==> src/bp_defs.svh <==
`ifndef BP_DEFS_SVH
`define BP_DEFS_SVH

// address and fetch block geometry
`define VADDR_WIDTH 32
`define RESET_PC 32'h8000_0000
`define BLOCK_BYTES 16
`define SLOT_WIDTH 2

// table sizes
`define UBTB_ENTRIES 16
`define BTB_SETS 64
`define BTB_TAG_WIDTH 10

// return stack
`define RAS_DEPTH 8

`endif

==> src/return_stack.sv <==
`timescale 1ns/1ns
`include "bp_defs.svh"

module return_stack (
    input  logic                      clk,
    input  logic                      reset_i,
    input  logic                      push_i,
    input  logic [`VADDR_WIDTH-1:0]   push_addr_i,
    input  logic                      pop_i,
    output logic                      empty_o,
    output logic [`VADDR_WIDTH-1:0]   top_o
);
    localparam int PTR_W = $clog2(`RAS_DEPTH);

    logic [`VADDR_WIDTH-1:0] entry_q [`RAS_DEPTH];
    logic [PTR_W-1:0]        ptr_q;
    logic [PTR_W:0]          count_q;
    logic                    do_pop;
    logic [PTR_W-1:0]        wr_idx;

    assign empty_o = (count_q == '0);
    assign top_o   = entry_q[ptr_q];
    // pop on an empty stack does nothing
    assign do_pop  = pop_i && !empty_o;
    // push with pop overwrites the top in place
    assign wr_idx  = do_pop ? ptr_q : ptr_q + 1'b1;

    always_ff @(posedge clk) begin
        if (reset_i) begin
            ptr_q   <= '0;
            count_q <= '0;
        end else if (push_i && !do_pop) begin
            // wraps over the oldest entry when full
            ptr_q <= ptr_q + 1'b1;
            if (count_q != `RAS_DEPTH) begin
                count_q <= count_q + 1'b1;
            end
        end else if (do_pop && !push_i) begin
            ptr_q   <= ptr_q - 1'b1;
            count_q <= count_q - 1'b1;
        end
    end

    always_ff @(posedge clk) begin
        if (push_i) begin
            entry_q[wr_idx] <= push_addr_i;
        end
    end

endmodule

==> config.mk <==
export PLATFORM = sky130hd
export DESIGN_NAME = return_stack
export DESIGN_NICKNAME = d
export VERILOG_FILES = /design/src/return_stack.sv
export VERILOG_INCLUDE_DIRS = /design/src
export SDC_FILE = /design/constraint.sdc
export NUM_CORES = 1
export LEC_CHECK = 0
export ABC_AREA = 1
export BUFFER_PORTS_ARGS = -buffer_cell sky130_fd_sc_hd__clkbuf_2
export CAP_MARGIN = 20
export CORE_MARGIN = 2
export CORE_UTILIZATION = 54
export DETAILED_ROUTE_END_ITERATION = 7
export PLACE_DENSITY = 0.82
export SLEW_MARGIN = 15
export SYNTH_ARGS = -nofsm -noshare
export SYNTH_HDL_FRONTEND = slang
export SYNTH_SLANG_ARGS = --single-unit
export TNS_END_PERCENT = 50
==> constraint.sdc <==
create_clock -name clk -period 2.9 [get_ports clk]
set_clock_uncertainty 0.15 [all_clocks]
set_input_delay 0.725 -clock clk [delete_from_list [all_inputs] [get_ports clk]]
set_output_delay 0.725 -clock clk [all_outputs]
set_load 0.005 [all_outputs]
# Yosys cells after proc, flatten, opt, wreduce, memory -nomap -nowiden

Memory sizes are Yosys's and may differ from the RTL's. A register that Yosys moved wholly into a read port is not among the register bits.
Cells that the tools add are included.

Bits in registers: 7
Latch bits: 0
Bits in writable memories: 256
Memory bits (read-only): 0
Logic and storage cells: 28
Memories: 1

$add $sub $neg: 4
Multipliers: 0
Divide/modulo/power cells: 0
Magnitude comparators: 0
Eq/ne operators: 2
Shift operators: 0
Muxes and demuxes: 10
Bitwise logic cells: 0
Reduce and logical (&&, ||, !) cells: 9

Memory list:

| memory  | words | bits a word | read ports | clocked after Yosys merged registers in | wr ports | RTL line           | source |
|---|---|---|---|---|---|---|---|
| entry_q | 8     | 32          | 1          | 1                                       | 1        | return_stack.sv:15 | `` logic [`VADDR_WIDTH-1:0] entry_q [`RAS_DEPTH]; `` |

Operator list:

| operator            | count |
|---|---|
| $mux 3              | 5 |
| $mux 4              | 3 |
| $add 4x1->4 const B | 1 |
| $logic_not 4->1     | 1 |
| $ne 4x4->1 const B  | 1 |
| $sub 4x1->4 const B | 1 |
| $add 3x1->3 const B | 1 |
| $logic_and 1x1->1   | 3 |
| $logic_not 1->1     | 3 |
| $sub 3x1->3 const B | 1 |
| $mux 1              | 2 |
| $ne 2x1->1 const B  | 1 |
| $reduce_and 2->1    | 1 |
| $reduce_bool 2->1   | 1 |

# Depth between registers and ports, before layout

Word-level depth: 8
Mapped depth: 15
Mapped depth without buffers: 14

# Worst setup path after synthesis

Ideal clock, no wire load.

Path kind: input to register
Start point: input pop_i
End point: memory entry_q[6][0] (netlist bit), enable pin
Library setup time: 0.421 ns
Arrival: 2.488 ns
Data required time: 2.329 ns
Setup slack: -0.159 ns
Cell stages on the path: 5
Buffers on the path: 1
Cells stage by stage: nand2_2 buf_6 o21ai_1 nand2_1 nor2_1

Word-level cells in the longest chain between the ends: 2

RTL lines:

| element            | RTL line           | source |
|---|---|---|
| start: declaration | return_stack.sv:9  | `input logic pop_i,` |
| $logic_and 1x1->1  | return_stack.sv:24 | `assign do_pop = pop_i && !empty_o;` |
| $mux 3             | return_stack.sv:26 | `assign wr_idx = do_pop ? ptr_q : ptr_q + 1'b1;` |
| end: declaration   | return_stack.sv:15 |  |

Every way passes these cells.

==> reports/results.txt <==
The run finished with clean final reports. The logs give 26 for the distinct cell type count after synthesis and 10700 uW for the overall power. Clock tree root driver cell: clkbuf_16.

The estimated wirelength of the detail-placed design is 12800 um. The via density per instance is 5.56. The tools report the kind of capture point of the worst setup path as an output port. The routed design could run at a clock period as short as 2.86 ns. Sorting the synthesized cells by how often they occur yields edfxtp_1 (256), nor2_1 (211), o21ai_0 (134), nand2_1 (124), o21ai_1 (69). The die extent in x came out at 145 um. Summed over all cells, the static leakage comes to 0.00443 uW. For this run, the number of Yosys warnings is 0. Headroom to the max-slew limit came out at 72.6%.

Cell at the slowest stage of the critical path: dfxtp_4. In the synthesized netlist the dominant register cell turns out to be edfxtp_1. The routed length per placed instance was 17.9 um; the core box area was 19500 sq um. The first TritonRoute pass finished after 5 iterations.

69 I/O pins were placed. Entering global routing, the biggest net connects 91 pins. The floorplan has 51 rows. At the pin with the least slew margin, the transition time is 0.409 ns. IR analysis of the VDD net gives a maximum drop of 0.597 mV. Number of violations of the max-capacitance limit: 0. A synthesized cell averages 11.9 sq um. The critical setup path kind was reg -> out. After the first detailed-routing iteration, the DRC count stood at 812. Area of the mapped netlist: 10800 sq um.

The met3 wirelength from detailed routing is 1500 um. The biggest cell delay along the critical path is 0.37 ns, and the die boundary height is 145 um. TritonCTS built the clock tree. The run gives 1.99 ns as the arrival time reported for the critical path endpoint. The count of buffers added on input and output ports is 68.

The sum of buffers and inverters on the critical path was 2; the number of antenna diodes was 0. Across all hold checks on the routed design, the worst slack comes to 0.274 ns. Total vias in the final route: 6989. The most frequent cell after synthesis was edfxtp_1. Sequential element share of the synthesized area: 73.3%.

After detailed placement, the design holds a cell count of 1208. The area added between synthesis and finish came out at 14.2%. The antenna violation net count after detailed routing was 0.

The final layout contains routed wiring with a total length of 22500 um. Of all nets on the critical path, the largest fanout is 90. The kind of cell adding the most delay to the critical path is buffers and inverters. For the area of the multi-input gates, the log shows 2540 sq um.

STA classifies the critical path startpoint as a flip-flop. The tree built by TritonCTS fans out to 266 sinks. After the flow finishes, the layout carries non-filler instances totaling 1257. By area the synthesized netlist is led by edfxtp_1 (71%), nor2_1 (7.4%), o21ai_0 (6.2%), nand2_1 (4.3%), o21ai_1 (3.2%). Of all flip-flops after synthesis, the portion carrying an async set or reset was 0%.

Fill cells in the final layout number 1417. The initial antenna violation count is 0, and the flop and latch count out of synthesis is 266. The tools report the clock insertion delay at the later pin of the skew report as 0.52 ns.

Registers take 7900 sq um. The first global-routing pass estimated 35600 um of wire. Effective utilization at floorplan: 55.1%. After layout, the worst path uses 98.7% of the clock period.

After layout, the worst setup slack is 0.0386 ns. Power spread over the standard cell area amounts to 875 nW/um^2. Signal routing reaches up to met4.

The final-report setup violation count came out at 0. The cell count after synthesis came out at 902. The die covers 21100 sq um.

The total nets after synthesis came out at 945. After clock tree synthesis, the clock-pin slew on the worst setup and hold paths is 0.06 ns. The detailed router put a total of 9030 um of wire on met1. The final number of max-transition violations was 0; the number of buffers inserted during clock tree synthesis was 26.

The library cell with the largest summed area after synthesis was edfxtp_1. The H-tree depth was 1; the data required time at the worst endpoint was 2.03 ns. The highest achievable clock rate was 349 MHz.

For the number of global-route vias before repair, the log shows 6826. Adding up every negative setup slack in the final design gives 0 ns. Before CTS, the worst setup slack after placement is 0.391 ns.

The clock tree buffer depth is 3. The total count of hold-check failures in the final report was 0; the residual overflow from global routing was 0. In the detailed route, the total length drawn on met2 is 11700 um. The final net count came out at 1017. Area share of the leading cell type in the synthesized netlist: 71.5%. The proportion of layout cells with a drive suffix above 1 works out to 14.7%.

The kind of path behind the tightest hold check is in -> reg. The post-detailed-route DRC marker count was 0. In this design, the critical path's most frequently occurring cell is nand2_1.

The overall global routing resource usage was 21.0%; the global placement routability congestion was 0.766. Number of enable flip-flop cells after synthesis: 256. Walking the worst path, the cells encountered are buf_16, o21ai_0, o21ai_1, nand2_1, nand2_1, clkbuf_2.
-- report_power, final --
part	total, uW	switching (uW)	internal (uW)	leakage (uW)
logic	2930	1940	990	0.00165
clock network	2990	1340	1650	0.000371
registers	4830	133	4700	0.00240
-- cells by family (layout without fill, tap and decap cells) --
group / Yosys count / after routing / synth area share [%]
buffers and inverters: 72 / 162 / 3.61
AOI/OAI and AO/OA: 209 / 209 / 9.77
and+or+nand+nor: 346 / 346 / 12.3
xor gates and xnor gates: 2 / 2 / 0.163
adders and majority gates: 7 / 7 / 0.814
DFF: 266 / 266 / 73.3
-- state kept, by name (all words and copies together) (netlist names), named ones only --
signal and flops:
count_q 4, ptr_q 3, entry_q 256
-- final timing paths --
kind                end  slack (ns)  startpoint  cells past startpoint
max reg2reg  count_q[3]        0.57  count_q[0]                     13
min           flip-flop        0.27     reset_i                      2
max            top_o[4]        0.04   flip-flop                      6
min reg2reg   flip-flop        0.38    ptr_q[0]                      2
-- final cells by class --
cell class	count	area share (%)
Clock inverter	14	0.672
Clock buffer	32	5.48
Multi-Input combinational cell	564	20.7
Tap cell	265	2.70
Inverter	22	0.682
Timing Repair Buffer	94	5.53
Sequential cell	266	64.3
-- metal layers --
layer / vias to the layer above / GRT usage [%]
li1: 3295 / -
met1: 3398 / 27.2
met2: 261 / 37.5
met3: 35 / 3.24
met4: 0 / 5.29
met5: - / 0
-- placed cells by master (no fill, tap or decap), drive strengths merged --
| cell | Yosys | layout |
|---|---|---|
| inv | 22 | 21 |
| o211ai | 1 | 1 |
| ha | 7 | 7 |
| or2 | 1 | 1 |
| clkinv | 0 | 13 |
| and2 | 1 | 1 |
| nand3 | 7 | 7 |
| nor2 | 212 | 212 |
| xnor2 | 2 | 2 |
| clkbuf | 23 | 101 |
| o21a | 1 | 1 |
| nand2 | 125 | 125 |
| a21oi | 4 | 4 |
| o21ai | 203 | 203 |
| edfxtp | 256 | 256 |
| dfxtp | 10 | 10 |
| clkinvlp | 0 | 2 |
| buf | 27 | 25 |
-- timing repair --
| item | in CTS | in global routing |
|---|---|---|
| gates cloned | 0 | 1 |
| gates resized for setup | 0 | 9 |
| hold endpoints to repair | 0 | 0 |
| setup buffers | 1 | 1 |
| setup endpoints to repair | 6 | 14 |
| hold buffers | 0 | 0 |
-- through the flow --
step           utilization [%]  cell area (sq um)
6_report                  62.9              12300
4_1_cts                   62.6              12200
5_1_grt                   62.9              12300
3_3_place_gp              58.7              11500
3_5_place_dp              58.7              11500
2_1_floorplan                -              10800
Note: power is estimated with default switching activity, not from simulation.
