## src/bp_defs.svh

```systemverilog
`ifndef BP_DEFS_SVH
`define BP_DEFS_SVH

// address and fetch block geometry
`define VADDR_WIDTH 32
`define RESET_PC 32'h8000_0000
`define BLOCK_BYTES 16
`define SLOT_WIDTH 2

// table sizes
`define UBTB_ENTRIES 16
`define BTB_SETS 64
`define BTB_TAG_WIDTH 10

// return stack
`define RAS_DEPTH 8

`endif

```

## src/micro_btb.sv

```systemverilog
`timescale 1ns/1ns
`include "bp_defs.svh"

module micro_btb (
    input  logic                      clk,
    input  logic                      reset_i,
    input  logic [`VADDR_WIDTH-1:0]   lookup_pc_i,
    output logic                      hit_o,
    output logic [`VADDR_WIDTH-1:0]   target_o,
    input  logic                      update_i,
    input  logic [`VADDR_WIDTH-1:0]   update_pc_i,
    input  logic [`VADDR_WIDTH-1:0]   update_target_i,
    input  logic                      update_taken_i
);
    localparam int OFF_W = $clog2(`BLOCK_BYTES);
    localparam int IDX_W = $clog2(`UBTB_ENTRIES);

    logic [`UBTB_ENTRIES-1:0]  valid_q;
    logic [`BTB_TAG_WIDTH-1:0] tag_q [`UBTB_ENTRIES];
    logic [`VADDR_WIDTH-1:0]   target_q [`UBTB_ENTRIES];
    logic [IDX_W-1:0]          lk_idx;
    logic [IDX_W-1:0]          upd_idx;
    logic [`BTB_TAG_WIDTH-1:0] lk_tag;
    logic [`BTB_TAG_WIDTH-1:0] upd_tag;
    logic                      upd_hit;

    // index sits right above the block offset, tag right above the index
    assign lk_idx  = lookup_pc_i[OFF_W +: IDX_W];
    assign lk_tag  = lookup_pc_i[OFF_W+IDX_W +: `BTB_TAG_WIDTH];
    assign upd_idx = update_pc_i[OFF_W +: IDX_W];
    assign upd_tag = update_pc_i[OFF_W+IDX_W +: `BTB_TAG_WIDTH];

    assign hit_o    = valid_q[lk_idx] && (tag_q[lk_idx] == lk_tag);
    assign target_o = target_q[lk_idx];
    assign upd_hit  = valid_q[upd_idx] && (tag_q[upd_idx] == upd_tag);

    always_ff @(posedge clk) begin
        if (reset_i) begin
            valid_q <= '0;
        end else if (update_i) begin
            if (update_taken_i) begin
                valid_q[upd_idx] <= 1'b1;
            end else if (upd_hit) begin
                // not taken any more, drop the guess
                valid_q[upd_idx] <= 1'b0;
            end
        end
    end

    always_ff @(posedge clk) begin
        if (update_i && update_taken_i) begin
            tag_q[upd_idx]    <= upd_tag;
            target_q[upd_idx] <= update_target_i;
        end
    end

endmodule

```

## config.mk

```make
export PLATFORM = sky130hd
export DESIGN_NAME = micro_btb
export DESIGN_NICKNAME = d
export VERILOG_FILES = /design/src/micro_btb.sv
export VERILOG_INCLUDE_DIRS = /design/src
export SDC_FILE = /design/constraint.sdc
export NUM_CORES = 1
export LEC_CHECK = 0
export BUFFER_PORTS_ARGS = -buffer_cell sky130_fd_sc_hd__buf_2
export CORE_ASPECT_RATIO = 1.2
export CORE_MARGIN = 2
export CORE_UTILIZATION = 45
export CTS_BUF_LIST = sky130_fd_sc_hd__clkbuf_4 sky130_fd_sc_hd__clkbuf_8 sky130_fd_sc_hd__clkbuf_16
export DETAILED_ROUTE_END_ITERATION = 6
export RECOVER_POWER = 100
export SYNTH_ARGS = -nofsm -noshare
export SYNTH_HDL_FRONTEND = slang
export SYNTH_SLANG_ARGS = --single-unit
```

## constraint.sdc

```tcl
create_clock -name clk -period 10.85 [get_ports clk]
set_input_delay 0.5425 -clock clk [delete_from_list [all_inputs] [get_ports clk]]
set_output_delay 0.5425 -clock clk [all_outputs]
set_load 0.005 [all_outputs]
```

* Word-level counts from Yosys, hierarchy flattened
Memory sizes are Yosys's and may differ from the RTL's.
Cells that the tools add are included.
** Word-level totals
- Register bits after elaboration :: 16
- Bits in writable memories :: 672
- Bits of input ports :: 100
- Output and inout bits :: 33
- Word-level logic and storage cells :: 27
- Memories :: 2
** Cells by class
- Order comparisons :: 3
- Equal/unequal tests :: 2
- Mux-type cells :: 10
- Bitwise gates (word level) :: 3
- Reductions and logical operators :: 6
** Memory list
- target_q :: depth 16, bits a word 32, read ports 1, clocked after Yosys merged registers in 0, write ports 1, line micro_btb.sv:20 : logic [`VADDR_WIDTH-1:0] target_q [`UBTB_ENTRIES];
- tag_q :: depth 16, bits a word 10, read ports 2, clocked after Yosys merged registers in 0, write ports 1, line micro_btb.sv:19 : logic [`BTB_TAG_WIDTH-1:0] tag_q [`UBTB_ENTRIES];
** Operator list (count)
- 16-bit two-way mux :: 2
- 10-bit equality test :: 2
- 16-bit bitwise AND :: 1
- 16-bit inverter :: 1
- 16-bit bitwise OR :: 1
- 4-bit by 5-bit less-than comparator with 1-bit output (second input constant) :: 2
- 1-bit binary-select mux with 4-bit select :: 2
- 1-bit two-way mux :: 5
- 1-bit demux with 4-bit select :: 1
- 4-bit by 1-bit greater-or-equal comparator with 1-bit output (second input constant) :: 1
- 1-bit logical AND :: 4
- 2-bit AND reduction :: 1
- 2-bit nonzero test :: 1

* Depth between registers and ports, before layout
- Word-level depth :: 8
- Mapped depth :: 10

* Worst setup path after synthesis
Ideal clock, no wire load.
- Path type :: input port to flip-flop
- From :: input update_pc_i[4]
- To :: memory tag_q[1][0] in the netlist's numbering, enable pin
- Arrival time :: 4246 ps
- Data required time :: 10355 ps
- Slack :: 6108 ps
- Cell stages on the path :: 5
- Path buffers :: 2
- Cells stage by stage :: buf_6 buf_12 nor2b_1 nand3_1 nor3_1
** RTL lines
- from (decl) :: line micro_btb.sv:11 : input logic [`VADDR_WIDTH-1:0] update_pc_i,
- to (decl) :: line micro_btb.sv:19
Straight into the memory's write port.

* Worst setup path in the final report
- From :: input lookup_pc_i[5]
- To :: output hit_o
** Between the ends
- Cells in the longest elaborated chain, start to end :: 3
** RTL lines
- from (decl) :: line micro_btb.sv:7 : input logic [`VADDR_WIDTH-1:0] lookup_pc_i,
- memory 16 x 10 bit or 1-bit binary-select mux with 4-bit select (tied branches)
- 10-bit equality test or 1-bit two-way mux (tied branches) :: line micro_btb.sv:33 : assign hit_o = valid_q[lk_idx] && (tag_q[lk_idx] == lk_tag);
- 1-bit logical AND (*) :: line micro_btb.sv:33
- to (decl) :: line micro_btb.sv:8 : output logic hit_o,
Mark *: on every way between the ends. The rest lies on a longest branch, timed or not. The select of a mux whose other input is x is not followed.

==> metrics.cfg <==
[sta]
fmax_mhz = 144
setup_tns_ps = 0
clock_skew_ps = 14.1
tightest_slew_ps = 4660
slew_violations = 826
fin_crit_ps = 6940
rsz0062_at_grt = false
post-route-period-util_pct = 64.0
finalHoldViolations = 0
maxSlewHeadroom_pct = -211
finalSetupViolCount = 0

[clock_tree]
clkTransAtPathRegs_ps = 60
clockBufferDepth = 3
htreeDepth = 3
clock_latency_ps = 600
ctsResizeCount = 0
cts_tree = done
cts-root-buf = clkbuf_16
cts_num_sinks = 688
cts-buffers-inserted = 66
postCtsHoldBufs = 0
post_cts_buffers = 0

[placed_design]
place.port_buffers = 96
hpwl_um = 32300
gp_congestion = 0.784

[cells_and_area]
drive_gt1_share_pct = 29.3
mostFrequentLayoutCell = edfxtp_1
final_nets = 1431
n_fill_cell = 4869
fin_util_pct = 50.5
final_cell_mix = 672 x edfxtp_1, 241 x mux4_2, 72 x clkbuf_1, 68 x clkbuf_16, 43 x mux2i_1
syn_to_final_growth_pct = 11.6

[detailed_routing]
drtIter0Drc = 1265
viasPerCell = 6.00
dr_total_vias = 13200
totalWireLength_um = 63700
antenna_left = 0
dr.pass1.iters = 5
drc = 0
drt-wirelength-per-cell_um = 29.0

[synth]
synth_ff_type = edfxtp_1
synth_area_per_cell_um2 = 23.1
async_reset_ff_share_pct = 0
synth_edf_count = 672
synth_cell_types = 47
synth_fp_nets = 1309
syn_area_um2 = 27900
yosys_warnings = 0
yosysSeqAreaShare_pct = 73.4
ys_ff_latch = 688
syn_inst = 1209

[worst_setup_path]
worstPathMaxFanout = 90
path_class = input pin to primary output
worstSetupStartpointType = input pin
critPathSlowestCell = clkbuf_1
worstPathCellList = buf_6, clkbuf_1, mux4_2, mux4_2, xnor2_1, nand4_1, nor3_1, clkbuf_1
cpPeakStageDelay_ps = 3320
cp.required_ps = 10310
arrival_ps = 6400
setup.worst_path.end_class = primary output

[pwr]
p_switching_w = 0.00115
power_leakage_nw = 9.59
power_density_nw_per_um2 = 177
combPwrFrac_pct = 5.9
pwr-share-seq_pct = 53.7
pwr-share-clk_pct = 40.4
ir_drop_mv = 0.0954
swShare_pct = 20.8
internal_power_w = 0.00436

[grt]
grt_max_degree = 96
overflow = 0
antenna_found_initial = 4
grt_pass1_vias = 13700
grtUsageTotal_pct = 20.2
grt_pass1_wl_um = 92900

[die]
initial_core_util_pct = 45.3
die_height_um = 277
num_io_pins = 133
core_um2 = 61700
die-area_um2 = 64100
die_width_um = 231
fp-row-count = 100

[run_status]
outcome = finished, violations left
violations = capacitance limit, slew limit

[job]
drv_cap = 23

[worst_hold_path]
min_path_type = input pin to register

-- logic make-up (layout without fill, tap and decap cells) --
group	count (synthesis)	after routing	synth area share, %
AOI/OAI and AO/OA	49	49	1.74
DFF	688	688	73.4
muxes	295	295	21.4
other	0	1	0
xor gates and xnor gates	24	24	0.753
and+or+nand+nor	82	82	1.48
buffers and inverters	71	243	1.21
-- final timing paths --
check	cells after the start	start	slack, ps	end
worst max-delay path	8	lookup_pc_i[5]	3910	hit_o
worst min-delay path	2	reset_i	340	register
worst max register to register	7	tag_q[4][6]	7340	register
worst min register to register	2	register	520	register
-- synthesized netlist by cell type (5+ instances only) --
library cell / instances / area share [%]
mux4_2: 241 / 19
nor2_1: 37 / 0.50
a22oi_1: 5 / 0.13
clkbuf_1: 25 / 0.34
mux2_2: 10 / 0.40
buf_2: 15 / 0.27
edfxtp_1: 672 / 72
a2111oi_4: 5 / 0.49
nand2_1: 6 / 0.081
mux2i_1: 43 / 1.5
dfxtp_1: 16 / 1.1
o22ai_1: 5 / 0.11
nand3_1: 9 / 0.16
nor3_1: 8 / 0.14
xnor2_1: 24 / 0.75
buf_1: 19 / 0.26
a311oi_1: 16 / 0.50
-- worst max-delay path: cells and delay by family --
kind,cells,cell delay (ps)
XOR/XNOR,1,170
buffers and inverters,3,4130
multiplexers,2,1120
AND/OR/NAND/NOR,2,260
-- routing by layer --
| metal | up-vias | part of all wire [%] | GRT usage (%) |
|---|---|---|---|
| li1 | 5503 | - | - |
| met1 | 7192 | 42 | 27.9 |
| met2 | 371 | 50 | 33.2 |
| met3 | 114 | 5.0 | 3.10 |
| met4 | 6 | 2.7 | 6.63 |
| met5 | - | 0.066 | 0 |
-- final cells by class --
| type | count | area, um^2 | area share (%) |
|---|---|---|---|
| diodes | 1 | 2.50 | 0.00803 |
| clock buffers | 81 | 1800 | 5.77 |
| clock inverters | 37 | 282 | 0.903 |
| inverters | 4 | 15.0 | 0.0482 |
| multi-input cells | 450 | 7020 | 22.5 |
| flip-flops and latches | 688 | 20500 | 65.7 |
| well taps | 816 | 1020 | 3.27 |
| repair buffers | 121 | 544 | 1.75 |
-- state kept, by name, indices dropped and copies added (netlist names), named ones only --
register and count:
tag_q 160, target_q 512
-- power groups by stage --
stage	Clock (W)	Sequential (W)	Combinational, W
2_1_floorplan	0	0.00301	0.000207
3_3_place_gp	0	0.00301	0.000328
3_5_place_dp	0	0.00301	0.000331
4_1_cts	0.00227	0.00296	0.000332
5_1_grt	0.00236	0.00296	0.000351
6_report	0.00222	0.00296	0.000325
-- metrics by stage --
step	power, W	hold WS [ps]	cells	worst slack, ps	instance area, um^2
after global placement	0.00334	496	2079	6280	29400
after CTS	0.00555	275	2197	6320	31500
after global routing	0.00567	360	2197	3390	31200
after detailed placement	0.00334	509	2079	6320	29400
after floorplan	0.00322	482	1209	6110	27900
final	0.00550	344	2198	3910	31200
(Power assumes the default switching activity.)
