--- src/bp_defs.svh ---
`ifndef BP_DEFS_SVH
`define BP_DEFS_SVH

// address and fetch block geometry
`define VADDR_WIDTH 32
`define RESET_PC 32'h8000_0000
`define BLOCK_BYTES 16
`define SLOT_WIDTH 2

// table sizes
`define UBTB_ENTRIES 16
`define BTB_SETS 64
`define BTB_TAG_WIDTH 10

// return stack
`define RAS_DEPTH 8

`endif

--- src/bp_pkg.sv ---
package bp_pkg;

    // kind of the branch that ends a fetch block
    typedef enum logic [1:0] {
        BR_COND = 2'd0,
        BR_JUMP = 2'd1,
        BR_CALL = 2'd2,
        BR_RET  = 2'd3
    } br_kind_e;

endpackage

--- src/stage2_resolve.sv ---
`timescale 1ns/1ns
`include "bp_defs.svh"

module stage2_resolve (
    input  logic                      valid_i,
    input  logic                      advance_i,
    input  logic [`VADDR_WIDTH-1:0]   pc_i,
    input  logic [`VADDR_WIDTH-1:0]   s1_target_i,
    input  logic                      hit_i,
    input  bp_pkg::br_kind_e          kind_i,
    input  logic [`SLOT_WIDTH-1:0]    slot_i,
    input  logic [`VADDR_WIDTH-1:0]   target_i,
    input  logic [1:0]                counter_i,
    input  logic                      ras_empty_i,
    input  logic [`VADDR_WIDTH-1:0]   ras_top_i,
    output logic                      taken_o,
    output logic [`VADDR_WIDTH-1:0]   target_o,
    output logic                      override_o,
    output logic                      push_o,
    output logic [`VADDR_WIDTH-1:0]   push_addr_o,
    output logic                      pop_o
);
    logic                    is_cond;
    logic                    is_call;
    logic                    is_ret;
    logic                    leaving;
    logic [`VADDR_WIDTH-1:0] fall_through;
    logic [`VADDR_WIDTH-1:0] slot_offset;

    assign is_cond = (kind_i == bp_pkg::BR_COND);
    assign is_call = (kind_i == bp_pkg::BR_CALL);
    assign is_ret  = (kind_i == bp_pkg::BR_RET);

    // unconditional kinds always taken, cond uses counter msb
    assign taken_o = hit_i && (!is_cond || counter_i[1]);

    assign fall_through = pc_i + `BLOCK_BYTES;

    always_comb begin
        if (!taken_o) begin
            target_o = fall_through;
        end else if (is_ret && !ras_empty_i) begin
            target_o = ras_top_i;
        end else begin
            target_o = target_i;
        end
    end

    assign override_o = valid_i && (target_o != s1_target_i);

    // return address is the instruction after the call slot
    assign slot_offset = {{(`VADDR_WIDTH-`SLOT_WIDTH-2){1'b0}}, slot_i, 2'b00};
    assign push_addr_o = pc_i + slot_offset + 32'd4;

    // stack moves only once, when the block leaves stage 2
    assign leaving = valid_i && advance_i && taken_o;
    assign push_o  = leaving && is_call;
    assign pop_o   = leaving && is_ret;

endmodule

--- config.mk ---
export PLATFORM = sky130hd
export DESIGN_NAME = stage2_resolve
export DESIGN_NICKNAME = d
export VERILOG_FILES = /design/src/bp_pkg.sv /design/src/stage2_resolve.sv
export VERILOG_INCLUDE_DIRS = /design/src
export SDC_FILE = /design/constraint.sdc
export NUM_CORES = 1
export LEC_CHECK = 0
export ABC_AREA = 1
export BUFFER_PORTS_ARGS = -buffer_cell sky130_fd_sc_hd__buf_2
export CAP_MARGIN = 15
export CORE_ASPECT_RATIO = 0.8
export CORE_MARGIN = 8
export CORE_UTILIZATION = 43
export DETAILED_ROUTE_END_ITERATION = 10
export PLACE_DENSITY_LB_ADDON = 0.2
export SLEW_MARGIN = 20
export SYNTH_ARGS = -nofsm -noshare
export SYNTH_HDL_FRONTEND = slang
export SYNTH_SLANG_ARGS = --single-unit
export TNS_END_PERCENT = 5
--- constraint.sdc ---
create_clock -name vclk -period 2.2
set_input_delay 0.22 -clock vclk [all_inputs]
set_output_delay 0.22 -clock vclk [all_outputs]
set_load 0.02 [all_outputs]
---- Word level (Yosys, flattened, before mapping) ----
Cells that the tools add are included.
W data, S select, Z words.
storage, ports and cells
  register bits after elaboration ......... 0
  bits in latches ......................... 0
  RAM bits ................................ 0
  memory bits (read-only) ................. 0
  output and inout port bits .............. 68
  word-level logic and storage cells ...... 19
  memories kept ........................... 0
cells by class
  add/sub/neg operators ................... 3
  multipliers ............................. 0
  divide/modulo/power cells ............... 0
  $lt $le $gt $ge ......................... 0
  eq/ne operators ......................... 3
  shift-type cells ........................ 0
  muxes and demuxes ....................... 2
  bitwise logic cells ..................... 0
  reductions and logical operators ........ 11
operators by type and width
  operator                 number
  $mux W32                 2
  $add A32 B3 Y32 const B  1
  $add A32 B4 Y32          1
  $add A32 B5 Y32 const B  1
  $ne A32 B32 Y1           1
  $logic_and A1 B1 Y1      7
  $eq A2 B2 Y1 const B     2
  $logic_not A1 Y1         2
  $logic_not A2 Y1         1
  $logic_or A1 B1 Y1       1

---- Logic depth before layout (Yosys ltp) ----
Gate-level depths: netlist of the first run.
  depth after elaboration ................. 7
  mapped depth ............................ 17
  gate-level depth less buffers ........... 17

---- Least setup slack after synthesis of the first run ----
OpenSTA, ideal clock, no wires.
  path kind ............................... in2out
  from .................................... in pc_i[3]
  to ...................................... out push_addr_o[20]
  arrival ................................. 2.069 ns
  data required time ...................... 1.980 ns
  path slack .............................. -0.089 ns
  cell stages on the path ................. 11
  path buffers ............................ 0
  cells stage by stage .................... ha_1 > ha_1 > nand2_1 > inv_1 > o21ai_1 > nor2_1 > inv_1 > nor3_1 > nand2_1 > nor3_1 > xor2_1
on the way
  word-level cells in the longest chain between the ends .. 2
RTL lines
  what             RTL line              RTL
  start, declared  stage2_resolve.sv:7   input logic [`VADDR_WIDTH-1:0] pc_i,
  $add A32 B4 Y32  stage2_resolve.sv:53  assign push_addr_o = pc_i + slot_offset + 32'd4;
  $add A32 B3 Y32  stage2_resolve.sv:53
  end, declared    stage2_resolve.sv:20  output logic [`VADDR_WIDTH-1:0] push_addr_o,
Every way passes these cells.

---- Final worst setup path of the first run ----
  from .................................... in pc_i[12]
  to ...................................... out override_o
on the way
  word-level cells in the longest chain between the ends .. 4
RTL lines
  what                              RTL line              RTL
  $add A32 B5 Y32 (no source line)  -
  $mux W32                          stage2_resolve.sv:40  if (!taken_o) begin
  $ne A32 B32 Y1                    stage2_resolve.sv:49  assign override_o = valid_i && (target_o != s1_target_i);
  $logic_and A1 B1 Y1               stage2_resolve.sv:49
  end, declared                     stage2_resolve.sv:18  output logic override_o,
Every way passes these cells.

==> metrics.yaml, run 1 <==
status: "complete, but fails checks"
violations: "negative setup slack"
grt_remaining_overflow: 0
regArea_um2: 0
detail-route-antenna-nets: 0
place_area_mm2: 0.004458
firstDrtPassIters: 5
cp-start-kind: "input port"
finalSetupViolations: 3
viasPerCell: 5.175
grt_pass1_wl_mm: 21.06
drc_errors: 0
hold_class: "in2out"
setup_ws_ps: -86.72
power_w: 0.001075
drt-initial-drc-count: 337
leakagePower_nw: 2.875
mostFrequentLayoutCells: "nand2_1 (204), buf_2 (187), buf_4 (94)"
ys_seq_area_share_pct: 0
tightestPinTransition_ps: 339.1
wirelength_mm: 15.04
finalHoldViolations: 0
setup_tns_ps: -156.0
dieArea_mm2: 0.009177
fin_crit_sh_pct: 103.9
slew_headroom_pct: 77.31
layout_commonest_cell: "nand2_1"
yosys-top-cells-area: "nand2_1 (30%), nand3_1 (12%), inv_1 (11%)"
avgSynthCellArea_um2: 4.736
core_area_mm2: 0.006279
synth_top_area_share_pct: 29.95
synth_nets: 721
start_util_pct: 43.52
cts_hold_buf: 0
die_w_um: 105.1
grt_max_degree: 26
slew_violations: 0
min_period_ps: 2287
grt_pass1_vias: 4640
hold_slack_ps: 679.9
final_area_mm2: 0.005065
worstSetupPathType: "in2out"
antenna_cells: 0
cp_data_arrival_time_ps: 2070
powerDensity_mw_per_mm2: 212.3
final_cells: 945
ios: 206
routedWlPerCell_um: 15.92
netlist_area_mm2: 0.002733
max-vdd-ir-drop_mv: 0.1621
synthDistinctLibCells: 30
yosysTopAreaCell: "nand2_1"
rsz0062_at_grt: "true"
io_buffers: 205
path_max_fanout: 4
design.seq.count: 0
dp_hpwl_mm: 11.52
die_y_um: 87.30
end_kind: "output pin"
placedCellCount: 932
routabilityCongestion: 0.9357
antenna_found_initial: 0
area_growth_pct: 85.35
yosys_warnings: 0
nClkBuffers: 0
nets: 1007
postSynthCellCount: 577
layout-drive-gt1-share_pct: 47.04
max-cap-violations: 0
cp.required_ps: 1980
grtUsageTotal_pct: 27.25
row_count: 26
max_freq_mhz: 437.3
num_vias: 4890
==> cell type report <==
type	instances	area, µm²
Multi-Input combinational cell	481	2746
Timing Repair Buffer	299	1908
Inverter	81	305.3
Tap cell	84	105.1
Fill cell	476	1214
==> cells by family (layout without fill, tap and decap cells) <==
family / Yosys count / in the layout / synth area share, %
adder cells (fa/ha/maj): 6 / 6 / 3.022
AND/OR/NAND/NOR: 408 / 408 / 64.93
XOR/XNOR: 36 / 36 / 11.54
AO/OA/AOI/OAI: 31 / 31 / 6.273
buffers and inverters: 96 / 380 / 14.24
==> path summary, 6_finish.rpt <==
kind                  from              to  slack, ps  cells past startpoint
setup / recovery  pc_i[12]      override_o        -90                     17
hold / removal     pc_i[1]  push_addr_o[1]        680                      2
==> synthesized netlist by cell type <==
| cell | instances |
|---|---|
| nand2_1 | 218 |
| inv_1 | 78 |
| nor2_1 | 74 |
| nand3_1 | 68 |
| xor2_1 | 28 |
| o21ai_0 | 16 |
| nand3b_1 | 14 |
| nor2_2 | 11 |
| nand2_2 | 9 |
| buf_2 | 8 |
| xnor2_1 | 8 |
| buf_4 | 5 |
| ha_1 | 5 |
| o21ai_1 | 5 |
| a21oi_1 | 4 |
| nor2_4 | 4 |
| o21bai_1 | 4 |
| nand4_1 | 3 |
| nor3_1 | 3 |
| inv_2 | 2 |
| a21boi_1 | 1 |
| a21oi_2 | 1 |
| and2_1 | 1 |
| buf_1 | 1 |
| clkbuf_1 | 1 |
| clkinv_1 | 1 |
| fa_1 | 1 |
| nand3_2 | 1 |
| or2_0 | 1 |
| or2_2 | 1 |
==> stage by stage <==
| step | setup slack [ps] | util, % |
|---|---|---|
| 2_1_floorplan | 10.54 | - |
| 3_3_place_gp | -133.9 | 71.00 |
| 3_5_place_dp | -221.0 | 71.00 |
| 4_1_cts | -39.51 | 73.60 |
| 5_1_grt | -222.4 | 80.67 |
| 6_report | -86.72 | 80.67 |
==> per-layer routing <==
layer	part of all wire, %	global-route usage [%]
met5	0	0
met3	9.2	5.695
met2	50	49.71
met1	38	31.67
met4	2.9	6.848
==> critical path: stages <==
cell,delay [ps]
buf_2,150
nand2_1,140
nor2_2,190
nand2_2,130
nor2_4,150
nand3_1,90
nand3_1,150
nand2_1,100
nand2_1,80
nand2_1,50
nor2_1,110
nand2_1,70
nor2_2,90
nand3_2,110
nand2_2,80
inv_2,30
buf_6,120
==> timing repair <==
| action | CTS | global route |
|---|---|---|
| setup buffers | 0 | 11 |
| gates cloned | 0 | 2 |
| gates resized for setup | 44 | 90 |
| setup endpoints to repair | 15 | 22 |
| pin swaps | 18 | 41 |
==> power breakdown <==
group / switching, W / leakage (nW) / internal, W
registers: 0 / 0 / 0
logic: 0.000615 / 2.88 / 0.000460
clock network: 0 / 0 / 0
No activity file was read; power rests on OpenSTA's default activity.
==> inputs of run 2 (changes only) <==
--- a/config.mk
+++ b/config.mk
@@ -11,7 +11,7 @@
 export CAP_MARGIN = 15
 export CORE_ASPECT_RATIO = 0.8
 export CORE_MARGIN = 8
-export CORE_UTILIZATION = 43
+export CORE_UTILIZATION = 30
 export DETAILED_ROUTE_END_ITERATION = 10
 export PLACE_DENSITY_LB_ADDON = 0.2
 export SLEW_MARGIN = 20
==> run 2 against run 1 <==
Highest routed layer unchanged. Die area up 36%. Non-clock buffer count up 8. First-iteration DRC count down 51%. Routed wire length down 7.4%. The flow still finishes with violations (negative setup slack). Via count down 7.0%. Worst setup slack better by 73 ps. Sequential share of layout area unchanged. Power down 2.6%.
==> metrics.yaml, run 2 (synthesis results as in run 1) <==
max-cap-violations: 0
drc_errors: 0
layout-drive-gt1-share_pct: 47.07
slew_violations: 0
finalHoldViolations: 0
dieArea_mm2: 0.01244
powerDensity_mw_per_mm2: 205.9
max_freq_mhz: 451.7
nets: 1015
place_area_mm2: 0.004599
leakagePower_nw: 2.890
regArea_um2: 0
layout_commonest_cell: "nand2_1"
start_util_pct: 30.50
grt_max_degree: 28
drt-initial-drc-count: 165
ios: 206
status: "complete, but fails checks"
cts_hold_buf: 0
io_buffers: 205
setup_ws_ps: -14.07
dp_slack_ps: -226.1
cp_data_arrival_time_ps: 1990
grt_pass1_wl_mm: 20.49
antenna_found_initial: 1
setup_tns_ps: -14.07
core_area_mm2: 0.008960
finalSetupViolations: 1
worstSetupPathType: "in2out"
die_y_um: 101.4
fill_cells: 912
grt_remaining_overflow: 0
num_vias: 4550
wirelength_mm: 13.93
viasPerCell: 4.619
tightestPinTransition_ps: 343.7
cp-start-kind: "input port"
end_kind: "output pin"
row_count: 31
nClkBuffers: 0
min_period_ps: 2214
violations: "negative setup slack"
dp_hpwl_mm: 11.78
slew_headroom_pct: 77.01
cp.required_ps: 1980
routabilityCongestion: 0.9608
area_growth_pct: 86.17
final_area_mm2: 0.005087
routedWlPerCell_um: 14.14
power_w: 0.001047
die_w_um: 122.7
max-vdd-ir-drop_mv: 0.1271
fin_crit_sh_pct: 100.6
design.seq.count: 0
grt_pass1_vias: 4352
hold_class: "in2out"
path_max_fanout: 3
grtUsageTotal_pct: 19.99
detail-route-antenna-nets: 0
firstDrtPassIters: 4
rsz0062_at_grt: "true"
mostFrequentLayoutCells: "nand2_1 (204), buf_2 (192), buf_4 (102)"
-- run 2: cell types whose count changed in the layout (fill, tap and decap cells not counted), moves of 3 or more --
cell,delta
nor2_2,+4
o21ai_0,+3
buf_4,+8
buf_2,+5
-- run 2: power breakdown --
group	total, W	leakage, nW	internal, W	switching, W
logic	0.00105	2.89	0.000457	0.000590
registers	0	0	0	0
clock network	0.0000000000609	0.00000634	0.0000000000609	0
total	0.00105	2.89	0.000457	0.000590
-- run 2: final timing paths --
| path | depth (start not counted) | endpoint | start | slack [ps] |
|---|---|---|---|---|
| worst min-delay path | 2 | push_addr_o[0] | pc_i[0] | 670 |
| worst max-delay path | 15 | override_o | pc_i[4] | -10 |
-- run 2: area by class of cell --
cell class                 instances  area, µm²  area share, %
antenna                            1      2.502        0.04919
timing repair buffer             307       1918          37.70
inverter                          81      305.3          6.001
multi-input combinational        481       2718          53.42
tap                              115      143.9          2.828
-- run 2: stage by stage --
stage	util (%)	instances	hold slack [ps]
2_1_floorplan	-	577	519.8
3_3_place_gp	51.33	980	678.7
3_5_place_dp	51.33	980	676.4
4_1_cts	51.79	980	676.4
5_1_grt	56.78	985	691.8
6_report	56.78	985	673.8
-- run 2: worst max-delay path, cell delays in order --
cell      delay (ps)
buf_4            140
ha_4             160
nand3_4           80
buf_4            120
xor2_1           310
nand2_1          130
nand3b_1         100
nand4_1          100
nor2_1           100
nand3_1           70
nor2_1           100
nand3_1           90
nand2_1          100
inv_2             40
buf_6            120
-- run 2: metal layers --
| layer | routed length (µm) | track usage, % | up-vias |
|---|---|---|---|
| li1 | - | - | 2357 |
| met1 | 6110 | 26.05 | 2033 |
| met2 | 6700 | 34.75 | 146 |
| met3 | 973 | 3.175 | 14 |
| met4 | 147 | 2.150 | 0 |
| met5 | 0 | 0 | - |
-- run 2: repair_timing --
item,4_1_cts,5_1_grt
buffers inserted,0,3
gates cloned,0,1
resized for setup,12,106
setup endpoints to repair,14,20
pin swaps,0,42
